===== src/design/mem_stage_pkg.sv =====
`default_nettype none

package mem_stage_pkg;

    // Basic datapath types
    typedef logic [31:0] word_t;
    typedef logic [3:0]  byte_en_t;
    typedef logic [4:0]  reg_idx_t;

    // Access width as decoded from funct3
    // Stores only use LB, LH and LW; LBU/LHU behave like LB/LH there
    typedef enum logic [2:0] {
        LB,
        LH,
        LW,
        LBU,
        LHU,
        NO_ACCESS
    } access_t;

    // Source of the register writeback value
    typedef enum logic [1:0] {
        WSEL_DLOAD,
        WSEL_PC4,
        WSEL_IMM_U,
        WSEL_ALU
    } w_sel_t;

    // Data memory geometry, 64 words = 256 bytes
    localparam int DMEM_WORDS = 64;
    localparam int DMEM_IDX_W = $clog2(DMEM_WORDS);

    // Wait states per access
    localparam int DMEM_WAIT  = 2;
    localparam int WAIT_CNT_W = $clog2(DMEM_WAIT + 1);

    // Icache sweep length; dcache takes twice as long (writeback)
    localparam int FLUSH_LINES = 8;
    localparam int FLUSH_CNT_W = $clog2(2 * FLUSH_LINES + 1);

endpackage

`default_nettype wire


===== src/design/dmem_bank.sv =====
`default_nettype none

module dmem_bank (
    input  wire                          CLK,
    input  wire                          nRST,
    input  wire                          ren,
    input  wire                          wen,
    input  wire mem_stage_pkg::word_t    addr,
    input  wire mem_stage_pkg::word_t    wdata,
    input  wire mem_stage_pkg::byte_en_t byte_en,
    output mem_stage_pkg::word_t         rdata,
    output logic                         busy,
    output logic                         error
);
    import mem_stage_pkg::*;

    word_t                 mem [DMEM_WORDS];
    logic [DMEM_IDX_W-1:0] idx;
    logic [WAIT_CNT_W-1:0] wait_cnt;
    logic                  req;
    logic                  in_range;
    logic                  write_now;

    assign req      = ren || wen;
    assign idx      = addr[DMEM_IDX_W+1:2];
    assign in_range = (addr[31:DMEM_IDX_W+2] == '0);

    // Out-of-range requests error out right away, no wait states
    assign error     = req && !in_range;
    assign busy      = req && in_range && (wait_cnt != WAIT_CNT_W'(DMEM_WAIT));
    assign write_now = wen && in_range && !busy;

    // Valid in the completion cycle
    assign rdata = in_range ? mem[idx] : '0;

    // Wait timer, restarts whenever the request drops or completes
    always_ff @(posedge CLK, negedge nRST) begin
        if (!nRST) begin
            wait_cnt <= '0;
        end else if (busy) begin
            wait_cnt <= wait_cnt + 1'b1;
        end else begin
            wait_cnt <= '0;
        end
    end

    // Byte-lane writes at completion
    always_ff @(posedge CLK, negedge nRST) begin
        if (!nRST) begin
            for (int w = 0; w < DMEM_WORDS; w++) begin
                mem[w] <= '0;
            end
        end else if (write_now) begin
            for (int b = 0; b < 4; b++) begin
                if (byte_en[b]) begin
                    mem[idx][8*b +: 8] <= wdata[8*b +: 8];
                end
            end
        end
    end

    // Requester has to hold the access until busy releases
    a_addr_stable: assert property (
        @(posedge CLK) disable iff (!nRST)
        busy |=> $stable(addr)
    ) else $error("address changed during a wait state");

endmodule

`default_nettype wire


===== src/design/fence_flush_ctrl.sv =====
`default_nettype none

module fence_flush_ctrl (
    input  wire  CLK,
    input  wire  nRST,
    input  wire  ifence,
    input  wire  iflush_done,
    input  wire  dflush_done,
    output logic flush_start,
    output logic fence_stall
);

    typedef enum logic [1:0] {
        IDLE,
        FLUSHING,
        HELD
    } state_t;

    state_t state, state_next;
    logic   i_done, i_done_next;
    logic   d_done, d_done_next;
    logic   i_seen, d_seen;

    // HELD only exits once ifence is low, so ifence high in IDLE is a new fence
    assign flush_start = (state == IDLE) && ifence;
    assign fence_stall = (state == FLUSHING);

    // Done either earlier or right now
    assign i_seen = i_done || iflush_done;
    assign d_seen = d_done || dflush_done;

    always_ff @(posedge CLK, negedge nRST) begin
        if (!nRST) begin
            state  <= IDLE;
            i_done <= 1'b0;
            d_done <= 1'b0;
        end else begin
            state  <= state_next;
            i_done <= i_done_next;
            d_done <= d_done_next;
        end
    end

    always_comb begin
        state_next  = state;
        i_done_next = i_done;
        d_done_next = d_done;
        case (state)
            IDLE: begin
                if (flush_start) begin
                    state_next  = FLUSHING;
                    i_done_next = 1'b0;
                    d_done_next = 1'b0;
                end
            end
            FLUSHING: begin
                i_done_next = i_seen;
                d_done_next = d_seen;
                // Stall ends the cycle after the later done pulse
                if (i_seen && d_seen) begin
                    state_next = ifence ? HELD : IDLE;
                end
            end
            HELD: begin
                if (!ifence) begin
                    state_next = IDLE;
                end
            end
            default: begin
                state_next = IDLE;
            end
        endcase
    end

    // Caches must only report completion of a flush we started
    a_no_done_in_idle: assert property (
        @(posedge CLK) disable iff (!nRST)
        (state == IDLE) |-> !(iflush_done || dflush_done)
    ) else $error("flush done pulse while no fence is pending");

endmodule

`default_nettype wire


===== src/design/flush_line_counter.sv =====
`default_nettype none

module flush_line_counter (
    input  wire  CLK,
    input  wire  nRST,
    input  wire  icache_flush,
    input  wire  dcache_flush,
    output logic iflush_done,
    output logic dflush_done
);
    import mem_stage_pkg::*;

    // Index 0 is the icache, index 1 the dcache
    logic [FLUSH_CNT_W-1:0] sweep_cnt [2];
    logic [FLUSH_CNT_W-1:0] sweep_len [2];
    logic [1:0]             start;

    assign start        = {dcache_flush, icache_flush};
    assign sweep_len[0] = FLUSH_CNT_W'(FLUSH_LINES);
    assign sweep_len[1] = FLUSH_CNT_W'(2 * FLUSH_LINES);

    // One line per cycle
    always_ff @(posedge CLK, negedge nRST) begin
        if (!nRST) begin
            for (int i = 0; i < 2; i++) begin
                sweep_cnt[i] <= '0;
            end
        end else begin
            for (int i = 0; i < 2; i++) begin
                if (start[i]) begin
                    sweep_cnt[i] <= sweep_len[i];
                end else if (sweep_cnt[i] != '0) begin
                    sweep_cnt[i] <= sweep_cnt[i] - 1'b1;
                end
            end
        end
    end

    // Last line in progress, counter hits zero at this edge
    assign iflush_done = (sweep_cnt[0] == FLUSH_CNT_W'(1));
    assign dflush_done = (sweep_cnt[1] == FLUSH_CNT_W'(1));

    a_no_iflush_restart: assert property (
        @(posedge CLK) disable iff (!nRST)
        icache_flush |-> (sweep_cnt[0] == '0)
    ) else $error("icache flush requested during a sweep");

    a_no_dflush_restart: assert property (
        @(posedge CLK) disable iff (!nRST)
        dcache_flush |-> (sweep_cnt[1] == '0)
    ) else $error("dcache flush requested during a sweep");

endmodule

`default_nettype wire


===== src/design/mem_access_unit.sv =====
`default_nettype none

module mem_access_unit (
    input  wire mem_stage_pkg::access_t access,
    input  wire [1:0]                   addr_low,
    input  wire mem_stage_pkg::word_t   store_data,
    input  wire mem_stage_pkg::word_t   load_word,
    output mem_stage_pkg::byte_en_t     byte_en,
    output mem_stage_pkg::word_t        bus_wdata,
    output logic                        misaligned,
    output mem_stage_pkg::word_t        load_data
);
    import mem_stage_pkg::*;

    logic [7:0]  load_byte;
    logic [15:0] load_half;

    // Lane enables, little-endian bus
    always_comb begin
        byte_en = '0;
        case (access)
            LB, LBU: begin
                byte_en = 4'b0001 << addr_low;
            end
            LH, LHU: begin
                if (!addr_low[0]) begin
                    byte_en = addr_low[1] ? 4'b1100 : 4'b0011;
                end
            end
            LW: begin
                if (addr_low == 2'b00) begin
                    byte_en = 4'b1111;
                end
            end
            default: begin
                byte_en = '0;
            end
        endcase
    end

    // Alignment check
    always_comb begin
        case (access)
            LH, LHU: misaligned = addr_low[0];
            LW:      misaligned = (addr_low != 2'b00);
            default: misaligned = 1'b0;
        endcase
    end

    // Replicate store data so the memory only needs the lane enables
    always_comb begin
        case (access)
            LB, LBU: bus_wdata = {4{store_data[7:0]}};
            LH, LHU: bus_wdata = {2{store_data[15:0]}};
            LW:      bus_wdata = store_data;
            default: bus_wdata = '0;
        endcase
    end

    // Pick the addressed byte / halfword out of the returned word
    assign load_byte = load_word[{addr_low, 3'b000} +: 8];
    assign load_half = addr_low[1] ? load_word[31:16] : load_word[15:0];

    always_comb begin
        case (access)
            LB:      load_data = {{24{load_byte[7]}}, load_byte};
            LBU:     load_data = {24'h0, load_byte};
            LH:      load_data = {{16{load_half[15]}}, load_half};
            LHU:     load_data = {16'h0, load_half};
            LW:      load_data = load_word;
            default: load_data = '0;
        endcase
    end

endmodule

`default_nettype wire


===== src/design/mem_stage.sv =====
`default_nettype none

module mem_stage (
    input  wire                          CLK,
    input  wire                          nRST,
    input  wire                          dren,
    input  wire                          dwen,
    input  wire mem_stage_pkg::access_t  access,
    input  wire mem_stage_pkg::word_t    alu_out,
    input  wire mem_stage_pkg::word_t    rs2_data,
    input  wire mem_stage_pkg::word_t    pc4,
    input  wire mem_stage_pkg::word_t    imm_u,
    input  wire mem_stage_pkg::w_sel_t   w_sel,
    input  wire mem_stage_pkg::reg_idx_t rd_in,
    input  wire                          reg_write_in,
    input  wire                          ifence,
    input  wire                          suppress_data,
    input  wire mem_stage_pkg::word_t    bus_rdata,
    input  wire                          bus_busy,
    input  wire                          bus_error,
    input  wire                          iflush_done,
    input  wire                          dflush_done,
    output logic                         bus_ren,
    output logic                         bus_wen,
    output mem_stage_pkg::word_t         bus_addr,
    output mem_stage_pkg::word_t         bus_wdata,
    output mem_stage_pkg::byte_en_t      bus_byte_en,
    output logic                         icache_flush,
    output logic                         dcache_flush,
    output logic                         mem_busy,
    output logic                         fence_stall,
    output logic                         mal_l,
    output logic                         mal_s,
    output logic                         fault_l,
    output logic                         fault_s,
    output mem_stage_pkg::word_t         badaddr,
    output mem_stage_pkg::reg_idx_t      rd,
    output logic                         reg_write,
    output mem_stage_pkg::word_t         reg_wdata
);
    import mem_stage_pkg::*;

    word_t dload_ext;
    logic  misaligned;
    logic  req_ok;
    logic  flush_start;

    mem_access_unit access_unit (
        .access     (access),
        .addr_low   (alu_out[1:0]),
        .store_data (rs2_data),
        .load_word  (bus_rdata),
        .byte_en    (bus_byte_en),
        .bus_wdata  (bus_wdata),
        .misaligned (misaligned),
        .load_data  (dload_ext)
    );

    // Misaligned accesses are flagged, never issued
    assign req_ok   = !suppress_data && !misaligned;
    assign bus_ren  = dren && req_ok;
    assign bus_wen  = dwen && req_ok;
    assign bus_addr = alu_out;
    assign mem_busy = bus_busy;

    // Exception flags
    assign mal_l   = dren && misaligned;
    assign mal_s   = dwen && misaligned;
    assign fault_l = dren && bus_error;
    assign fault_s = dwen && bus_error;
    assign badaddr = alu_out;

    // Fence handling; both caches flush together
    fence_flush_ctrl fence_ctrl (
        .CLK         (CLK),
        .nRST        (nRST),
        .ifence      (ifence),
        .iflush_done (iflush_done),
        .dflush_done (dflush_done),
        .flush_start (flush_start),
        .fence_stall (fence_stall)
    );

    assign icache_flush = flush_start;
    assign dcache_flush = flush_start;

    // Writeback
    assign rd        = rd_in;
    assign reg_write = reg_write_in && !suppress_data;

    always_comb begin
        case (w_sel)
            WSEL_DLOAD: reg_wdata = dload_ext;
            WSEL_PC4:   reg_wdata = pc4;
            WSEL_IMM_U: reg_wdata = imm_u;
            WSEL_ALU:   reg_wdata = alu_out;
            default:    reg_wdata = '0;
        endcase
    end

endmodule

`default_nettype wire


===== src/design/mem_subsystem_top.sv =====
`default_nettype none

module mem_subsystem_top (
    input  wire                          CLK,
    input  wire                          nRST,
    input  wire                          dren,
    input  wire                          dwen,
    input  wire mem_stage_pkg::access_t  access,
    input  wire mem_stage_pkg::word_t    alu_out,
    input  wire mem_stage_pkg::word_t    rs2_data,
    input  wire mem_stage_pkg::word_t    pc4,
    input  wire mem_stage_pkg::word_t    imm_u,
    input  wire mem_stage_pkg::w_sel_t   w_sel,
    input  wire mem_stage_pkg::reg_idx_t rd_in,
    input  wire                          reg_write_in,
    input  wire                          ifence,
    input  wire                          suppress_data,
    output logic                         mem_busy,
    output logic                         fence_stall,
    output logic                         mal_l,
    output logic                         mal_s,
    output logic                         fault_l,
    output logic                         fault_s,
    output mem_stage_pkg::word_t         badaddr,
    output mem_stage_pkg::reg_idx_t      rd,
    output logic                         reg_write,
    output mem_stage_pkg::word_t         reg_wdata
);
    import mem_stage_pkg::*;

    // Data bus
    logic     bus_ren, bus_wen, bus_busy, bus_error;
    word_t    bus_addr, bus_wdata, bus_rdata;
    byte_en_t bus_byte_en;

    // Cache flush handshake
    logic icache_flush, dcache_flush;
    logic iflush_done, dflush_done;

    mem_stage stage (
        .CLK           (CLK),
        .nRST          (nRST),
        .dren          (dren),
        .dwen          (dwen),
        .access        (access),
        .alu_out       (alu_out),
        .rs2_data      (rs2_data),
        .pc4           (pc4),
        .imm_u         (imm_u),
        .w_sel         (w_sel),
        .rd_in         (rd_in),
        .reg_write_in  (reg_write_in),
        .ifence        (ifence),
        .suppress_data (suppress_data),
        .bus_rdata     (bus_rdata),
        .bus_busy      (bus_busy),
        .bus_error     (bus_error),
        .iflush_done   (iflush_done),
        .dflush_done   (dflush_done),
        .bus_ren       (bus_ren),
        .bus_wen       (bus_wen),
        .bus_addr      (bus_addr),
        .bus_wdata     (bus_wdata),
        .bus_byte_en   (bus_byte_en),
        .icache_flush  (icache_flush),
        .dcache_flush  (dcache_flush),
        .mem_busy      (mem_busy),
        .fence_stall   (fence_stall),
        .mal_l         (mal_l),
        .mal_s         (mal_s),
        .fault_l       (fault_l),
        .fault_s       (fault_s),
        .badaddr       (badaddr),
        .rd            (rd),
        .reg_write     (reg_write),
        .reg_wdata     (reg_wdata)
    );

    dmem_bank dmem (
        .CLK     (CLK),
        .nRST    (nRST),
        .ren     (bus_ren),
        .wen     (bus_wen),
        .addr    (bus_addr),
        .wdata   (bus_wdata),
        .byte_en (bus_byte_en),
        .rdata   (bus_rdata),
        .busy    (bus_busy),
        .error   (bus_error)
    );

    flush_line_counter flush_cnt (
        .CLK          (CLK),
        .nRST         (nRST),
        .icache_flush (icache_flush),
        .dcache_flush (dcache_flush),
        .iflush_done  (iflush_done),
        .dflush_done  (dflush_done)
    );

endmodule

`default_nettype wire


===== config.mk =====
export PLATFORM = sky130hd
export DESIGN_NAME = mem_subsystem_top
export DESIGN_NICKNAME = d
export VERILOG_FILES = /design/src/design/mem_stage_pkg.sv /design/src/design/dmem_bank.sv /design/src/design/fence_flush_ctrl.sv /design/src/design/flush_line_counter.sv /design/src/design/mem_access_unit.sv /design/src/design/mem_stage.sv /design/src/design/mem_subsystem_top.sv
export SDC_FILE = /design/constraint.sdc
export NUM_CORES = 2
export LEC_CHECK = 0
export ABC_AREA = 1
export BUFFER_PORTS_ARGS = -buffer_cell sky130_fd_sc_hd__buf_2
export CAP_MARGIN = 0
export CORE_ASPECT_RATIO = 1.25
export CORE_MARGIN = 2
export CORE_UTILIZATION = 50
export CTS_CLUSTER_SIZE = 8
export DETAILED_ROUTE_END_ITERATION = 8
export GPL_ROUTABILITY_DRIVEN = 0
export PLACE_DENSITY = 0.69
export SYNTH_ARGS = -nofsm -noshare
export SYNTH_HDL_FRONTEND = slang
export SYNTH_SLANG_ARGS = --single-unit

===== constraint.sdc =====
create_clock -name CLK -period 2.4 [get_ports CLK]
set_input_delay 0.12 -clock CLK [delete_from_list [all_inputs] [get_ports CLK]]
set_output_delay 0.12 -clock CLK [all_outputs]
set_load 0.05 [all_outputs]

==> results.tsv <==
stage	metric	value	unit
die	start_util	50.4	%
cts	clockRootBuffer	clkbuf_16	
finish	fin_util	61.9	%
timing	worst_slack	-935	ps
worst_hold_path	min_path_type	input pin to flop	
timing	skew	40.6	ps
detailed_routing	met1_length	132	mm
critical_path	cpPeakStageDelay	380	ps
synthesis	yosysWarningCount	0	
global_route	grt_max_degree	153	
cts	cts_buffers	308	
timing	finalSetupViolCount	32	
detailed_routing	dr_wl_met3	37.1	mm
power	fin_total_pwr	79100	uW
timing	fin_crit_sh	139	%
finish	layout.nets	13500	
timing	slew_headroom	9.89	%
global_route	antenna_found_initial	7	
cts	cts_htree_levels	5	
synthesis	ys_seq_area_share	53.7	%
detailed_routing	wl_met2	154	mm
synthesis	synth.area.top_cells	dfrtp_1 (54%), nand2_1 (24%), o21ai_0 (12%), clkbuf_1 (3.0%), a21oi_1 (1.3%)	
critical_path	crit_family	simple AND/OR/NAND/NOR gates	
critical_path	crit_path_start_kind	flop	
detailed_routing	wl_per_cell	22.0	um
power	p_leak	0.0572	uW
detailed_routing	first_pass_iters	9	
placement	pre_cts_ws	-1080	ps
critical_path	critPathBufInv	4	
die	die_h	494	um
critical_path	reg2reg_to	dmem.mem[724]$_DFFE_PN0P_	
finish	areaGrowthSynthToFinish	22.8	%
placement	place_area	108000	um^2
synthesis	netlist_area	96200	um^2
detailed_routing	top_layer_used	met5	
finish	mostFrequentLayoutCells	nand2_1 (5985), o21ai_0 (2138), dfrtp_1 (2064)	
detailed_routing	via_per_inst	5.78	
die	core_area	191000	um^2
synthesis	avgSynthCellArea	7.56	um^2
critical_path	reg2reg_depth	9	
timing	slew_violations	0	
synthesis	postSynthCellCount	12700	
synthesis	ys_seq_elements	2064	
critical_path	cp.required	2280	ps
synthesis	synth_cell_types	32	
critical_path	end_kind	output port	
global_route	grt_pass1_vias	89500	
worst_hold_path	min-delay-start	ifence	
global_route	grt_pass1_wl	535	mm
global_route	grtUsageTotal	35.5	%
run_status	outcome	finished, violations left	
detailed_routing	drt_first_iter_violations	10900	
finish	final_common_cell	nand2_1	
synthesis	synth_top_area_share	53.7	%
placement	port_buffers	210	
die	placementRows	179	
worst_hold_path	whs_endpoint	stage.fence_ctrl.state[1]$_DFFE_PN0P_	
power	ir_drop	788	uV
die	die_x	396	um
worst_hold_path	min_path_cells	4	
synthesis	mappedNetlistNets	12900	
run_status	violations	DRC, setup timing	
power	powerDensity	670	nW/um^2
detailed_routing	drc_errors	227	
flow_run	max_cap_violations	0	
critical_path	r2r_slack	200	ps
critical_path	arrival	3220	ps
critical_path	slowest_stage	dfrtp_1	
die	pin_count	221	
timing	finalHoldViolations	0	
detailed_routing	antenna_left	0	
finish	layout-drive-gt1-share	14.5	%
timing	rsz0062_at_grt	true	
cts	clock-sinks	2064	
timing	fin_crit	3340	ps
timing	max_freq	0.300	GHz
timing	worstMarginPinSlew	1350	ps
critical_path	cp_max_fo	5	
detailed_routing	vias	91900	
detailed_routing	wl	350	mm
global_route	grt-ovfl-total	0	
finish	final_area	118000	um^2
critical_path	crit_chain	or2_4 -> nand2_2 -> nand2_2 -> o21ai_4 -> nand2_1 -> nor2_4 -> nand2_4 -> buf_6 -> nand3_2 -> nand3_2 -> nand3_4 -> buf_12 -> clkbuf_16 -> nand2_1 -> nand2_1 -> nand2_2 -> buf_6	
die	dieArea	196000	um^2
cts	clkTransAtPathRegs	50	ps
cts	cts_tree	yes	
placement	dp_hpwl	232	mm
synthesis	synth_top_area_cell	dfrtp_1	
critical_path	worst-setup-path-type	flop to output port	
cts	insertion_delay	920	ps
critical_path	reg2reg_from	dmem.wait_cnt[0]$_DFF_PN0_	
cts	clock_path_buffers	4	
synthesized netlist by cell type:
| cell | n |
|---|---|
| or2_2 | 38 |
| clkbuf_1 | 778 |
| nand4_1 | 84 |
| nor3_4 | 1 |
| nor4_1 | 5 |
| a21oi_1 | 246 |
| a211oi_1 | 1 |
| nor2_1 | 309 |
| a221oi_1 | 24 |
| nor3_1 | 15 |
| o211ai_1 | 9 |
| buf_1 | 47 |
| dfrtp_1 | 2064 |
| buf_2 | 34 |
| a22oi_1 | 55 |
| o21a_1 | 5 |
| nor2_2 | 4 |
| inv_1 | 264 |
| ha_1 | 7 |
| xor2_1 | 2 |
| o21ai_0 | 2216 |
| nand3_1 | 203 |
| a22o_1 | 25 |
| buf_4 | 37 |
| nand3b_1 | 15 |
| and2_0 | 1 |
| o22ai_1 | 1 |
| a31oi_1 | 2 |
| nand2_1 | 6212 |
| inv_2 | 4 |
| and2_1 | 4 |
| clkinv_1 | 1 |
registers in the layout (all words and copies together) (netlist names):
name,count
flush_cnt.sweep_cnt,10
stage.fence_ctrl.i_done,1
dmem.mem,2048
dmem.wait_cnt,2
stage.fence_ctrl.state,2
stage.fence_ctrl.d_done,1
power by group:
group	internal (uW)	leakage [uW]	switching (uW)	total, uW
clock network	22900	0.00391	14700	37600
registers	35000	0.0288	74.6	35100
logic	1740	0.0244	4740	6480
total	59600	0.0572	19500	79100
stage by stage:
stage	std cells	hold WS (ps)	TNS, ps
6_report	15900	26.5	-26340
3_5_place_dp	15500	54.4	-149360
4_1_cts	15900	8.42	-27110
3_3_place_gp	15500	56.1	-148340
2_1_floorplan	12700	-176	-65.1
5_1_grt	15900	44.1	-30010
metal layers:
metal / global-route usage [%] / vias up
li1: - / 41700
met1: 45.4 / 44100
met2: 53.6 / 4948
met3: 9.19 / 1190
met4: 23.3 / 10
met5: 0.367 / -
kinds of logic (layout without fill, tap and decap cells):
logic type | after synthesis | in the layout | share of synthesized area (%)
AND/OR/NAND/NOR | 6891 | 6891 | 27.6
AO/OA/AOI/OAI | 2584 | 2584 | 13.8
flip-flops | 2064 | 2064 | 53.7
buffers and inverters | 1165 | 1824 | 4.74
adder cells (fa/ha/maj) | 7 | 7 | 0.0911
XOR/XNOR | 2 | 2 | 0.0182
other | 0 | 5 | 0
worst register-to-register path, cell delays in order (launching register included):
cell and delay [ps]:
dfrtp_1 340, inv_1 50, ha_1 220, o211ai_1 500
nor2_4 60, buf_12 180, buf_12 160, nand2_1 150
buf_4 250, o21ai_0 130
timing repair:
action	in CTS	in global routing
hold endpoints to repair	3723	0
setup endpoints to repair	32	32
hold buffers	42	0
gates cloned	2	1
buffers inserted	15	18
gates resized for setup	357	188
pin swaps	127	118
cell type report:
class                   count  area [um^2]
clock buffers             317         7890
diodes                      5         12.5
flip-flops and latches   2064        51600
well taps                2534         3170
fillers                 16300        72800
clock inverters             5         36.3
multi-input cells        9484        41700
inverters                 269         1030
repair buffers           1233        12500
worst max-delay path by stage:
stage,depth (start not counted),endpoint,start,slack [ps]
finish,17,reg_wdata[30],dmem.mem[655]$_DFFE_PN0P_,-940
global route,17,reg_wdata[26],dmem.mem[1679]$_DFFE_PN0P_,-1060
CTS,19,reg_wdata[13],dmem.mem[927]$_DFFE_PN0P_,-940
detailed placement,21,reg_wdata[6],alu_out[2],-1080
global placement,21,reg_wdata[6],alu_out[2],-1130
floorplan,16,reg_wdata[0],alu_out[2],-20
Note: power is estimated with default switching activity, not from simulation.
